--- src/idu_pkg.sv ---
// shared RV64IM decode definitions; only four machine CSRs exist and the control codes are fixed
package idu_pkg;

  localparam int XLEN       = 64;
  localparam int ILEN       = 32;
  localparam int REG_ADDR_W = 5;
  localparam int CSR_ADDR_W = 12;

  localparam logic [6:0] OPC_LUI      = 7'b0110111;
  localparam logic [6:0] OPC_AUIPC    = 7'b0010111;
  localparam logic [6:0] OPC_JAL      = 7'b1101111;
  localparam logic [6:0] OPC_JALR     = 7'b1100111;
  localparam logic [6:0] OPC_BRANCH   = 7'b1100011;
  localparam logic [6:0] OPC_LOAD     = 7'b0000011;
  localparam logic [6:0] OPC_STORE    = 7'b0100011;
  localparam logic [6:0] OPC_OP_IMM   = 7'b0010011;
  localparam logic [6:0] OPC_OP_IMM_W = 7'b0011011;
  localparam logic [6:0] OPC_OP       = 7'b0110011;
  localparam logic [6:0] OPC_OP_W     = 7'b0111011;
  localparam logic [6:0] OPC_SYSTEM   = 7'b1110011;

  localparam logic [ILEN-1:0] INST_MRET = 32'h3020_0073; // only one encoding

  localparam logic [CSR_ADDR_W-1:0] CSR_MSTATUS = 12'h300;
  localparam logic [CSR_ADDR_W-1:0] CSR_MTVEC   = 12'h305;
  localparam logic [CSR_ADDR_W-1:0] CSR_MEPC    = 12'h341;
  localparam logic [CSR_ADDR_W-1:0] CSR_MCAUSE  = 12'h342;

  localparam logic [XLEN-1:0] CAUSE_ECALL_M = 64'd11;

  localparam logic [4:0] ALU_ADD      = 5'd0;
  localparam logic [4:0] ALU_SUB      = 5'd1;
  localparam logic [4:0] ALU_SLT      = 5'd2;
  localparam logic [4:0] ALU_SLTU     = 5'd3;
  localparam logic [4:0] ALU_XOR      = 5'd4;
  localparam logic [4:0] ALU_AND      = 5'd5;
  localparam logic [4:0] ALU_OR       = 5'd6;
  localparam logic [4:0] ALU_SLL      = 5'd7;
  localparam logic [4:0] ALU_SRL      = 5'd8;
  localparam logic [4:0] ALU_SRA      = 5'd9;
  localparam logic [4:0] ALU_MUL      = 5'd10;
  localparam logic [4:0] ALU_DIV      = 5'd11;
  localparam logic [4:0] ALU_DIVU     = 5'd12;
  localparam logic [4:0] ALU_REM      = 5'd13;
  localparam logic [4:0] ALU_REMU     = 5'd14;
  localparam logic [4:0] ALU_COPY_IMM = 5'd15;
  localparam logic [4:0] ALU_MULH     = 5'd25;
  localparam logic [4:0] ALU_MULHSU   = 5'd26;
  localparam logic [4:0] ALU_MULHU    = 5'd27;
  localparam logic [4:0] ALU_INVALID  = 5'd31;

  localparam logic [2:0] BR_NONE = 3'd0;
  localparam logic [2:0] BR_JAL  = 3'd1;
  localparam logic [2:0] BR_JALR = 3'd2;
  localparam logic [2:0] BR_EQ   = 3'd4;
  localparam logic [2:0] BR_NE   = 3'd5;
  localparam logic [2:0] BR_LT   = 3'd6;
  localparam logic [2:0] BR_GE   = 3'd7;

  localparam logic [2:0] MEM_B    = 3'd0;
  localparam logic [2:0] MEM_BU   = 3'd1;
  localparam logic [2:0] MEM_H    = 3'd2;
  localparam logic [2:0] MEM_HU   = 3'd3;
  localparam logic [2:0] MEM_W    = 3'd4;
  localparam logic [2:0] MEM_WU   = 3'd5;
  localparam logic [2:0] MEM_D    = 3'd6;
  localparam logic [2:0] MEM_NONE = 3'd7;

  localparam logic [3:0] EX_CSRRW  = 4'd0;
  localparam logic [3:0] EX_CSRRS  = 4'd1;
  localparam logic [3:0] EX_MRET   = 4'd12;
  localparam logic [3:0] EX_ECALL  = 4'd13;
  localparam logic [3:0] EX_EBREAK = 4'd14;
  localparam logic [3:0] EX_NONE   = 4'd15;

  typedef enum logic [2:0] {IMM_I, IMM_U, IMM_S, IMM_B, IMM_J, IMM_NONE} imm_fmt_e;

  typedef struct packed {
    logic [6:0] funct7;
    logic [4:0] rs2;
    logic [4:0] rs1;
    logic [2:0] funct3;
    logic [4:0] rd;
    logic [6:0] opcode;
  } inst_r_t;

  typedef struct packed {
    logic [11:0] imm;
    logic [4:0]  rs1;
    logic [2:0]  funct3;
    logic [4:0]  rd;
    logic [6:0]  opcode;
  } inst_i_t;

  typedef struct packed {
    logic [6:0] imm_hi;
    logic [4:0] rs2;
    logic [4:0] rs1;
    logic [2:0] funct3;
    logic [4:0] imm_lo;
    logic [6:0] opcode;
  } inst_s_t;

  typedef struct packed {
    logic       imm12;
    logic [5:0] imm10_5;
    logic [4:0] rs2;
    logic [4:0] rs1;
    logic [2:0] funct3;
    logic [3:0] imm4_1;
    logic       imm11;
    logic [6:0] opcode;
  } inst_b_t;

  typedef struct packed {
    logic [19:0] imm;
    logic [4:0]  rd;
    logic [6:0]  opcode;
  } inst_u_t;

  typedef struct packed {
    logic       imm20;
    logic [9:0] imm10_1;
    logic       imm11;
    logic [7:0] imm19_12;
    logic [4:0] rd;
    logic [6:0] opcode;
  } inst_j_t;

  typedef union packed {
    inst_r_t r;
    inst_i_t i;
    inst_s_t s;
    inst_b_t b;
    inst_u_t u;
    inst_j_t j;
  } inst_u;

  typedef struct packed {
    logic       alu_a_pc;
    logic [1:0] alu_b_src; // 0 rs2, 1 imm, 2 const 4
    logic [4:0] alu_ctr;
    logic [2:0] branch;
    logic       mem_to_reg;
    logic       mem_wr;
    logic       mem_re;
    logic [2:0] mem_op;
    logic [3:0] ex_ctr;
    logic       word_cut;
    logic       sel_csr;
    logic       sel_zimm;
    logic       invalid;
  } idu_ctrl_t;

  typedef struct packed {
    logic                  ren;
    logic                  wen;
    logic                  raise_intr;
    logic                  intr_ret;
    logic [CSR_ADDR_W-1:0] addr;
  } csr_req_t;

endpackage

--- src/idu_csr.sv ---
// machine CSRs mstatus, mtvec, mepc, mcause; other addresses read zero, only ecall traps
`timescale 1ns/1ps

module idu_csr (
  input  logic                        i_clk,
  input  logic                        i_rst_n,
  input  idu_pkg::csr_req_t           i_req,
  input  logic [idu_pkg::XLEN-1:0]    i_wdata,
  input  logic [idu_pkg::XLEN-1:0]    i_epc,
  output logic [idu_pkg::XLEN-1:0]    o_rdata,
  output logic [idu_pkg::XLEN-1:0]    o_trap_pc,
  output logic                        o_trap_redirect
);
  import idu_pkg::*;

  logic [XLEN-1:0] mstatus;
  logic [XLEN-1:0] mtvec;
  logic [XLEN-1:0] mepc;
  logic [XLEN-1:0] mcause;

  always_ff @(posedge i_clk or negedge i_rst_n) begin
    if (!i_rst_n) begin
      mstatus <= '0;
      mtvec   <= '0;
      mepc    <= '0;
      mcause  <= '0;
    end else begin
      if (i_req.wen) begin
        case (i_req.addr)
          CSR_MSTATUS: mstatus <= i_wdata;
          CSR_MTVEC:   mtvec   <= i_wdata;
          CSR_MEPC:    mepc    <= i_wdata;
          CSR_MCAUSE:  mcause  <= i_wdata;
          default: ; // unknown csr ignored
        endcase
      end
      if (i_req.raise_intr) begin
        mepc   <= i_epc; // trap entry wins
        mcause <= CAUSE_ECALL_M;
      end
    end
  end

  always_comb begin
    o_rdata = '0;
    if (i_req.ren) begin
      case (i_req.addr)
        CSR_MSTATUS: o_rdata = mstatus;
        CSR_MTVEC:   o_rdata = mtvec;
        CSR_MEPC:    o_rdata = mepc;
        CSR_MCAUSE:  o_rdata = mcause;
        default:     o_rdata = '0;
      endcase
    end
  end

  assign o_trap_pc       = i_req.intr_ret ? mepc : mtvec;
  assign o_trap_redirect = i_req.raise_intr | i_req.intr_ret;

  a_trap_excl: assert property (@(posedge i_clk) disable iff (!i_rst_n)
    !(i_req.raise_intr && i_req.intr_ret));

endmodule

--- src/idu_decoder.sv ---
// combinational RV64IM decoder; csrrwi does not write rd and unsupported words flag invalid
`timescale 1ns/1ps

module idu_decoder (
  input  idu_pkg::inst_u     i_inst,
  output idu_pkg::idu_ctrl_t o_ctrl,
  output idu_pkg::imm_fmt_e  o_imm_fmt,
  output logic               o_gpr_wen,
  output idu_pkg::csr_req_t  o_csr_req
);
  import idu_pkg::*;

  logic [6:0] opcode;
  logic [2:0] funct3;
  logic [6:0] funct7;
  logic       is_shift;
  logic       is_csrrw;
  logic       is_csrrs;
  logic       is_csrrwi;
  logic       is_ecall;
  logic       is_mret;

  // alu code of the register-register forms
  function automatic logic [4:0] op_alu(input logic [2:0] f3, input logic [6:0] f7);
    logic [4:0] code;
    code = ALU_INVALID;
    case (f7)
      7'b0000000: begin
        case (f3)
          3'd0: code = ALU_ADD;
          3'd1: code = ALU_SLL;
          3'd2: code = ALU_SLT;
          3'd3: code = ALU_SLTU;
          3'd4: code = ALU_XOR;
          3'd5: code = ALU_SRL;
          3'd6: code = ALU_OR;
          default: code = ALU_AND;
        endcase
      end
      7'b0100000: begin
        if (f3 == 3'd0) code = ALU_SUB;
        else if (f3 == 3'd5) code = ALU_SRA;
      end
      7'b0000001: begin
        case (f3)
          3'd0: code = ALU_MUL;
          3'd1: code = ALU_MULH;
          3'd2: code = ALU_MULHSU;
          3'd3: code = ALU_MULHU;
          3'd4: code = ALU_DIV;
          3'd5: code = ALU_DIVU;
          3'd6: code = ALU_REM;
          default: code = ALU_REMU;
        endcase
      end
      default: ;
    endcase
    return code;
  endfunction

  assign opcode    = i_inst.r.opcode;
  assign funct3    = i_inst.r.funct3;
  assign funct7    = i_inst.r.funct7;
  assign is_shift  = (funct3 == 3'b001) || (funct3 == 3'b101);
  assign is_csrrw  = (opcode == OPC_SYSTEM) && (funct3 == 3'b001);
  assign is_csrrs  = (opcode == OPC_SYSTEM) && (funct3 == 3'b010);
  assign is_csrrwi = (opcode == OPC_SYSTEM) && (funct3 == 3'b101);
  assign is_ecall  = (opcode == OPC_SYSTEM) && (funct3 == 3'b000) && (i_inst.i.imm == '0);
  assign is_mret   = (i_inst == INST_MRET);

  always_comb begin
    o_ctrl         = '0;
    o_ctrl.alu_ctr = ALU_INVALID;
    o_ctrl.branch  = BR_NONE;
    o_ctrl.mem_op  = MEM_NONE;
    o_ctrl.ex_ctr  = EX_NONE;
    o_imm_fmt      = IMM_NONE;
    o_gpr_wen      = 1'b0;
    case (opcode)
      OPC_LUI: begin
        o_imm_fmt = IMM_U;
        o_ctrl.alu_ctr = ALU_COPY_IMM;
        o_ctrl.alu_b_src = 2'd1;
        o_gpr_wen = 1'b1;
      end
      OPC_AUIPC: begin
        o_imm_fmt = IMM_U;
        o_ctrl.alu_ctr = ALU_ADD;
        o_ctrl.alu_a_pc = 1'b1;
        o_ctrl.alu_b_src = 2'd1;
        o_gpr_wen = 1'b1;
      end
      OPC_JAL, OPC_JALR: begin
        if (opcode == OPC_JAL || funct3 == 3'b000) begin
          o_imm_fmt = (opcode == OPC_JAL) ? IMM_J : IMM_I;
          o_ctrl.branch = (opcode == OPC_JAL) ? BR_JAL : BR_JALR;
          o_ctrl.alu_ctr = ALU_ADD; // pc + 4 for the link
          o_ctrl.alu_a_pc = 1'b1;
          o_ctrl.alu_b_src = 2'd2;
          o_gpr_wen = 1'b1;
        end
      end
      OPC_BRANCH: begin
        if (funct3[2:1] != 2'b01) begin
          o_imm_fmt = IMM_B;
          o_ctrl.branch = {1'b1, funct3[2], funct3[0]}; // unsigned forms share lt/ge
          o_ctrl.alu_ctr = funct3[1] ? ALU_SLTU : ALU_SLT;
        end
      end
      OPC_LOAD: begin
        if (funct3 != 3'b111) begin
          o_imm_fmt = IMM_I;
          o_ctrl.alu_ctr = ALU_ADD;
          o_ctrl.alu_b_src = 2'd1;
          o_ctrl.mem_to_reg = 1'b1;
          o_ctrl.mem_re = 1'b1;
          o_ctrl.mem_op = {funct3[1:0], funct3[2]}; // width then unsigned bit
          o_gpr_wen = 1'b1;
        end
      end
      OPC_STORE: begin
        if (!funct3[2]) begin
          o_imm_fmt = IMM_S;
          o_ctrl.alu_ctr = ALU_ADD;
          o_ctrl.alu_b_src = 2'd1;
          o_ctrl.mem_wr = 1'b1;
          o_ctrl.mem_op = {funct3[1:0], 1'b0};
        end
      end
      OPC_OP_IMM, OPC_OP_IMM_W: begin
        if (opcode == OPC_OP_IMM) begin
          o_ctrl.alu_ctr = op_alu(funct3, is_shift ? {funct7[6:1], 1'b0} : 7'b0); // 6-bit shamt
        end else if (funct3 == 3'b000) begin
          o_ctrl.alu_ctr = ALU_ADD;
        end else if (is_shift && funct7 != 7'b0000001) begin
          o_ctrl.alu_ctr = op_alu(funct3, funct7);
        end
        if (o_ctrl.alu_ctr != ALU_INVALID) begin
          o_imm_fmt = IMM_I;
          o_ctrl.alu_b_src = 2'd1;
          o_ctrl.word_cut = (opcode == OPC_OP_IMM_W);
          o_gpr_wen = 1'b1;
        end
      end
      OPC_OP, OPC_OP_W: begin
        if (opcode == OPC_OP) begin
          o_ctrl.alu_ctr = op_alu(funct3, funct7);
        end else if ((funct7 == 7'b0000001) ? (funct3 == 3'b000 || funct3[2])
                                             : (funct3 == 3'b000 || is_shift)) begin
          o_ctrl.alu_ctr = op_alu(funct3, funct7);
        end
        if (o_ctrl.alu_ctr != ALU_INVALID) begin
          o_ctrl.word_cut = (opcode == OPC_OP_W);
          o_gpr_wen = 1'b1;
        end
      end
      OPC_SYSTEM: begin
        case (funct3)
          3'b000: begin
            if (is_mret) begin
              o_ctrl.ex_ctr = EX_MRET;
            end else if (is_ecall) begin
              o_ctrl.ex_ctr = EX_ECALL;
            end else if (i_inst.i.imm == 12'h001) begin
              o_ctrl.ex_ctr = EX_EBREAK;
              o_imm_fmt = IMM_I;
              o_ctrl.alu_b_src = 2'd1;
              o_gpr_wen = 1'b1;
            end
          end
          3'b001, 3'b010: begin
            o_ctrl.ex_ctr = funct3[1] ? EX_CSRRS : EX_CSRRW;
            o_imm_fmt = IMM_I;
            o_ctrl.alu_b_src = 2'd1;
            o_gpr_wen = 1'b1;
          end
          3'b101: o_ctrl.ex_ctr = EX_CSRRW; // csrrwi
          default: ;
        endcase
      end
      default: ;
    endcase
    o_ctrl.sel_csr  = is_csrrw | is_csrrs | is_csrrwi | is_ecall | is_mret;
    o_ctrl.sel_zimm = is_csrrwi;
    o_ctrl.invalid  = (o_ctrl.alu_ctr == ALU_INVALID) && (o_ctrl.ex_ctr == EX_NONE) &&
                      (i_inst != '0);
  end

  assign o_csr_req.ren        = o_ctrl.sel_csr && (!is_csrrw || i_inst.r.rd != '0);
  assign o_csr_req.wen        = o_ctrl.sel_csr && (!is_csrrs || i_inst.r.rs1 != '0);
  assign o_csr_req.raise_intr = is_ecall;
  assign o_csr_req.intr_ret   = is_mret;
  assign o_csr_req.addr       = i_inst.i.imm;

endmodule

--- src/idu_gpr.sv ---
// 32 x 64 register file, two async reads, one write per clock; x0 is never stored
`timescale 1ns/1ps

module idu_gpr (
  input  logic                             i_clk,
  input  logic                             i_rst_n,
  input  logic [idu_pkg::REG_ADDR_W-1:0]   i_raddr1,
  input  logic [idu_pkg::REG_ADDR_W-1:0]   i_raddr2,
  input  logic [idu_pkg::REG_ADDR_W-1:0]   i_waddr,
  input  logic [idu_pkg::XLEN-1:0]         i_wdata,
  input  logic                             i_wen,
  output logic [idu_pkg::XLEN-1:0]         o_rdata1,
  output logic [idu_pkg::XLEN-1:0]         o_rdata2
);
  import idu_pkg::*;

  logic [XLEN-1:0] regs [1:2**REG_ADDR_W-1];

  always_ff @(posedge i_clk or negedge i_rst_n) begin
    if (!i_rst_n) begin
      for (int k = 1; k < 2**REG_ADDR_W; k++) begin
        regs[k] <= '0;
      end
    end else if (i_wen && i_waddr != '0) begin
      regs[i_waddr] <= i_wdata; // x0 writes dropped
    end
  end

  assign o_rdata1 = (i_raddr1 == '0) ? '0 : regs[i_raddr1];
  assign o_rdata2 = (i_raddr2 == '0) ? '0 : regs[i_raddr2];

  // a written register reads back on port 1 in the next cycle
  a_wr_read: assert property (@(posedge i_clk) disable iff (!i_rst_n)
    (i_wen && i_waddr != '0) |=> (i_raddr1 != $past(i_waddr) || o_rdata1 == $past(i_wdata)));

endmodule

--- src/idu_imm_gen.sv ---
// immediate builder; the format comes from the decoder and IMM_NONE yields zero
`timescale 1ns/1ps

module idu_imm_gen (
  input  idu_pkg::inst_u                i_inst,
  input  idu_pkg::imm_fmt_e             i_fmt,
  output logic [idu_pkg::XLEN-1:0]      o_imm,
  output logic [idu_pkg::XLEN-1:0]      o_zimm
);
  import idu_pkg::*;

  always_comb begin
    case (i_fmt)
      IMM_I: o_imm = {{(XLEN-12){i_inst.i.imm[11]}}, i_inst.i.imm};
      IMM_U: o_imm = {{(XLEN-32){i_inst.u.imm[19]}}, i_inst.u.imm, 12'b0};
      IMM_S: o_imm = {{(XLEN-12){i_inst.s.imm_hi[6]}}, i_inst.s.imm_hi, i_inst.s.imm_lo};
      IMM_B: begin
        o_imm = {{(XLEN-12){i_inst.b.imm12}}, i_inst.b.imm11, i_inst.b.imm10_5,
                 i_inst.b.imm4_1, 1'b0};
      end
      IMM_J: begin
        o_imm = {{(XLEN-20){i_inst.j.imm20}}, i_inst.j.imm19_12, i_inst.j.imm11,
                 i_inst.j.imm10_1, 1'b0};
      end
      default: o_imm = '0;
    endcase
  end

  assign o_zimm = {{(XLEN-REG_ADDR_W){1'b0}}, i_inst.r.rs1}; // csr immediate form

endmodule

--- src/idu_top.sv ---
// single-cycle decode stage; no handshake, one instruction per clock, writes land on the edge
`timescale 1ns/1ps

module idu_top (
  input  logic                       i_clk,
  input  logic                       i_rst_n,
  input  logic [idu_pkg::XLEN-1:0]   i_pc,
  input  idu_pkg::inst_u             i_inst,
  input  logic [idu_pkg::XLEN-1:0]   i_gpr_wdata,
  input  logic [idu_pkg::XLEN-1:0]   i_csr_wdata,
  output idu_pkg::idu_ctrl_t         o_ctrl,
  output logic [idu_pkg::XLEN-1:0]   o_rs1_data,
  output logic [idu_pkg::XLEN-1:0]   o_rs2_data,
  output logic [idu_pkg::XLEN-1:0]   o_imm,
  output logic [idu_pkg::XLEN-1:0]   o_zimm,
  output logic [idu_pkg::XLEN-1:0]   o_csr_rdata,
  output logic [idu_pkg::XLEN-1:0]   o_trap_pc,
  output logic                       o_trap_redirect
);
  import idu_pkg::*;

  imm_fmt_e imm_fmt;
  logic     gpr_wen;
  csr_req_t csr_req;

  idu_decoder u_decoder (
    .i_inst    (i_inst),
    .o_ctrl    (o_ctrl),
    .o_imm_fmt (imm_fmt),
    .o_gpr_wen (gpr_wen),
    .o_csr_req (csr_req)
  );

  idu_imm_gen u_imm_gen (
    .i_inst (i_inst),
    .i_fmt  (imm_fmt),
    .o_imm  (o_imm),
    .o_zimm (o_zimm)
  );

  idu_gpr u_gpr (
    .i_clk    (i_clk),
    .i_rst_n  (i_rst_n),
    .i_raddr1 (i_inst.r.rs1),
    .i_raddr2 (i_inst.r.rs2),
    .i_waddr  (i_inst.r.rd),
    .i_wdata  (i_gpr_wdata),
    .i_wen    (gpr_wen),
    .o_rdata1 (o_rs1_data),
    .o_rdata2 (o_rs2_data)
  );

  idu_csr u_csr (
    .i_clk           (i_clk),
    .i_rst_n         (i_rst_n),
    .i_req           (csr_req),
    .i_wdata         (i_csr_wdata),
    .i_epc           (i_pc), // ecall saves its own pc
    .o_rdata         (o_csr_rdata),
    .o_trap_pc       (o_trap_pc),
    .o_trap_redirect (o_trap_redirect)
  );

endmodule
--- config.mk ---
export PLATFORM = sky130hd
export DESIGN_NAME = idu_top
export DESIGN_NICKNAME = d
export VERILOG_FILES = /design/src/idu_pkg.sv /design/src/idu_csr.sv /design/src/idu_decoder.sv /design/src/idu_gpr.sv /design/src/idu_imm_gen.sv /design/src/idu_top.sv
export SDC_FILE = /design/constraint.sdc
export NUM_CORES = 2
export LEC_CHECK = 0
export BUFFER_PORTS_ARGS = -buffer_cell sky130_fd_sc_hd__buf_4
export CAP_MARGIN = 20
export CORE_MARGIN = 4
export CORE_UTILIZATION = 60
export CTS_CLUSTER_DIAMETER = 150
export DETAILED_ROUTE_END_ITERATION = 16
export GPL_TIMING_DRIVEN = 0
export MAX_ROUTING_LAYER = met4
export PLACE_DENSITY = 0.78
export RECOVER_POWER = 25
export SKIP_LAST_GASP = 1
export SYNTH_ARGS = -nofsm -noshare
export SYNTH_HDL_FRONTEND = slang
export SYNTH_SLANG_ARGS = --single-unit
export TNS_END_PERCENT = 5
--- constraint.sdc ---
create_clock -name i_clk -period 6.5 [get_ports i_clk]
set_clock_uncertainty 0.05 [all_clocks]
set_input_delay 1.3 -clock i_clk [delete_from_list [all_inputs] [get_ports i_clk]]
set_output_delay 1.3 -clock i_clk [all_outputs]
set_load 0.01 [all_outputs]
==> flow_summary_export.csv <==
group,metric,value,unit
worst_setup_path,endpoint_kind,"output pin",
worst_setup_path,critical_path_arrival,5.36,ns
synth,post_synth_num_cell_types,78,
die,initial_utilization,60.3,%
drt,detailroute.wirelength.met2,194,mm
cts,insertion_delay,0.88,ns
sta,worst_max_slew_pin_slew,4.84,ns
min_path,min-delay-path-class,"input pin to asynchronous set/reset pin",
sta,timing.final.crit_share,103,%
cts,number_of_buffers_created_by_cts,233,
layout,num-nets-final,9058,
power_and_ir_drop,pwr-share-clk,45.1,%
cts,clk_path_buf_depth,3,
power_and_ir_drop,cellLeakagePower,0.0665,uW
place,gp_congestion,0.978,
sta,hold_viol_final,0,
synth,compound_cell_area_share_of_the_yosys_netlist,3.65,%
drt,m1WireLength,152,mm
global_routing,grt_max_degree,191,
power_and_ir_drop,sw_frac_of_total,25.4,%
worst_setup_path,critPathMaxFanout,10,
global_routing,overall_overflow_remaining_after_global_route,0,
die,dieWidth,459,um
cts,cts-root-buf,"clkbuf_16",
synth,synth_xor_area_share,0.00719,%
sta,setup_tns,-4.03,ns
synth,netlist_area,122000,um2
power_and_ir_drop,comb_power_share,9.9,%
die,chipHeight,459,um
layout,final_cell_mix,"dfrtp_1 (2,240), mux4_2 (1,122), mux2_2 (1,078)",
synth,synth_edf_count,0,
drt,vias_per_cell,7.11,
die,design.portCount,636,
run,max-cap-violations,4,
synth,synthSimpleGateAreaFrac,1.87,%
global_routing,grt_antenna_before_repair,38,
drt,dr_total_vias,83500,
cts,cts_max_level,4,
synth,synth_ff_type,"dfrtp_1",
power_and_ir_drop,power.density,232,nW/um2
cts,post_cts_repair_setup_buffers,0,
layout,filler_cells_inserted,13300,
global_routing,grt_first_pass_wirelength,616,mm
synth,combinational_family_with_the_most_area_after_synthesis,"multiplexers",
layout,layout_commonest_cell,"dfrtp_1",
synth,postSynthAreaPerCell,15.5,um2
power_and_ir_drop,netSwitchingPower,8250,uW
sta,timing.final.crit_period,6.71,ns
synth,yosys_warns,0,
power_and_ir_drop,power.total,32500,uW
drt,routed-wl-met3,50.5,mm
drt,postRouteAntennaNets,0,
synth,synth.area.mux_share,44.3,%
layout,area_of_combinational_cells_with_multiple_inputs,61000,um2
run_status,violations_in_the_final_reports,"max-capacitance violations, max-slew violations, negative setup slack",
sta,worst_slack,-0.211,ns
synth,yosys_register_bits,2240,
place,place_ws,-1.64,ns
global_routing,grtUsageTotal,42.3,%
layout,finish.cell_count_without_fillers,11700,
die,die_area,210000,um2
power_and_ir_drop,p_int,24200,uW
run_status,run_status,"finished with violations",
drt,drtIter0Drc,10600,
sta,maxSlewViolCount,722,
sta,setup_violations,58,
drt,drt_pre_antenna_iters,6,
synth,synth-adder-area-share,0,%
die,core_area,202000,um2
cts,cts.sink_count,2240,
die,fp-row-count,165,
power_and_ir_drop,seq_power_share,45.0,%
place,numPortBuffers,565,
worst_setup_path,criticalPathCategory,"input pin to output pin",
layout,final_layout_size_suffix_gt1_share,45.0,%
worst_setup_path,timing.critical_path.required,5.15,ns
synth,synth_async_sr_flop_share,100,%
worst_setup_path,critical_path_startpoint_category,"input pin",
global_routing,grt_pass1_vias,85400,
drt,post_drt_wl_per_cell,36.7,um
layout,ff_latch_area,56100,um2
sta,rsz0062_at_grt,"yes",
sta,clock.fmax,149,MHz
cts,tritoncts,"built",
sta,max-slew-margin-rel,-222,%
drt,drc_errors,0,
drt,finalWirelength,432,mm
cts,cts_hold_buf,0,
power_and_ir_drop,peakVddDrop,341,uV
synth,yosysSeqAreaShare,46.0,%
drt,top_routing_layer_in_use,"met4",
place,dp.final_hpwl,313,mm
place,numPlacedInstances,11300,
layout,syn_to_final_growth,14.9,%
cts,clkSlewWorstSetupHoldPaths,0.07,ns
synth,netlist_instances,7881,
-- power groups by stage --
stage | sequential (uW) | clock (uW) | combinational (uW)
finish | 14600 | 14600 | 3220
detailed placement | 14800 | 0 | 3130
global route | 14600 | 15200 | 3350
floorplan | 14700 | 0 | 1670
CTS | 14600 | 14700 | 3150
global placement | 14800 | 0 | 2970
-- cell usage after synthesis, types with 7 or more instances --
cell type / n / area [um2]
a2111oi_0: 30 / 263
a21o_1: 20 / 150
a21oi_1: 134 / 671
a222oi_1: 30 / 300
a22o_1: 132 / 1160
a22oi_1: 70 / 526
and2_1: 14 / 87.6
buf_1: 112 / 420
buf_12: 8 / 160
buf_2: 88 / 440
buf_4: 193 / 1450
buf_6: 46 / 518
clkbuf_1: 492 / 1850
dfrtp_1: 2240 / 56100
inv_1: 41 / 154
mux2_1: 960 / 10800
mux2_2: 1078 / 12100
mux2_4: 300 / 4500
mux2i_1: 125 / 1250
mux4_2: 1122 / 25300
nand2_1: 220 / 826
nand2b_1: 7 / 43.8
nand3_1: 19 / 95.1
nand3_2: 8 / 80.1
nand3_4: 19 / 333
nor2_1: 60 / 225
nor2b_1: 8 / 50.1
nor3_1: 17 / 85.1
o21ai_0: 84 / 420
o21ai_1: 68 / 340
o2bb2ai_1: 30 / 263
or3_1: 8 / 50.1
-- area by class of cell --
type,count,share of cell area [%]
plain buffers,938,3.65
clock buffers,330,4.90
flip-flops and latches,2240,40.1
multi-input cells,4717,43.6
diodes,41,0.0733
inverters,42,0.114
well taps,2672,2.39
clock inverters,107,1.09
repair buffers,660,4.13
-- stage by stage --
step	util, %	hold WS (ns)	cell area [um2]
finish	69.2	0.318	140000
global route	69.2	0.404	140000
CTS	69.1	0.350	140000
detailed placement	64.9	0.444	131000
global placement	64.1	0.435	130000
floorplan	-	0.426	122000
-- critical path, cell delays in order --
cell	delay, ns
buf_2	0.26
clkbuf_1	0.52
clkbuf_2	0.51
buf_1	0.53
mux4_2	0.58
mux2i_1	0.19
a21oi_1	0.15
a2111oi_1	0.82
a21oi_1	0.24
buf_4	0.25
-- path summary, 6_finish.rpt --
kind	depth (start not counted)	start	slack [ns]	endpoint
worst max-delay path	10	i_inst[20]	-0.21	o_rs2_data[6]
worst min-delay path	1	i_rst_n	0.32	u_gpr.regs[880]
worst max register to register	1	u_gpr.regs[575]	5.57	u_gpr.regs[575]
worst min register to register	1	u_csr.mstatus[57]	0.46	u_csr.mstatus[57]
max in group asynchronous	2	i_rst_n	0.78	u_gpr.regs[445]
min in group i_clk	1	u_csr.mstatus[57]	0.46	u_csr.mstatus[57]
-- logic make-up (layout without fill, tap and decap cells) --
group | count (synthesis) | after routing
buffers and inverters | 982 | 2077
and+or+nand+nor | 430 | 430
AOI/OAI and AO/OA | 642 | 642
muxes | 3585 | 3585
other | 1 | 100
DFF | 2240 | 2240
xor gates and xnor gates | 1 | 1
-- layer usage --
metal  up-vias  global-route usage (%)
met4         0                    28.0
met2      5504                    60.8
met5         -                       -
li1      32300                       -
met1     44400                    51.3
met3      1349                    13.8
-- sequential cells by signal, indices dropped and copies added, names as in the netlist --
signal         count
u_gpr.regs      1984
u_csr.mcause      64
u_csr.mepc        64
u_csr.mstatus     64
u_csr.mtvec       64
-- timing repair --
| item | 4_1_cts | 5_1_grt |
|---|---|---|
| resized for setup | 70 | 85 |
| endpoints found under the setup margin | 146 | 128 |
| hold endpoints to repair | 0 | 0 |
(Power assumes the default switching activity.)
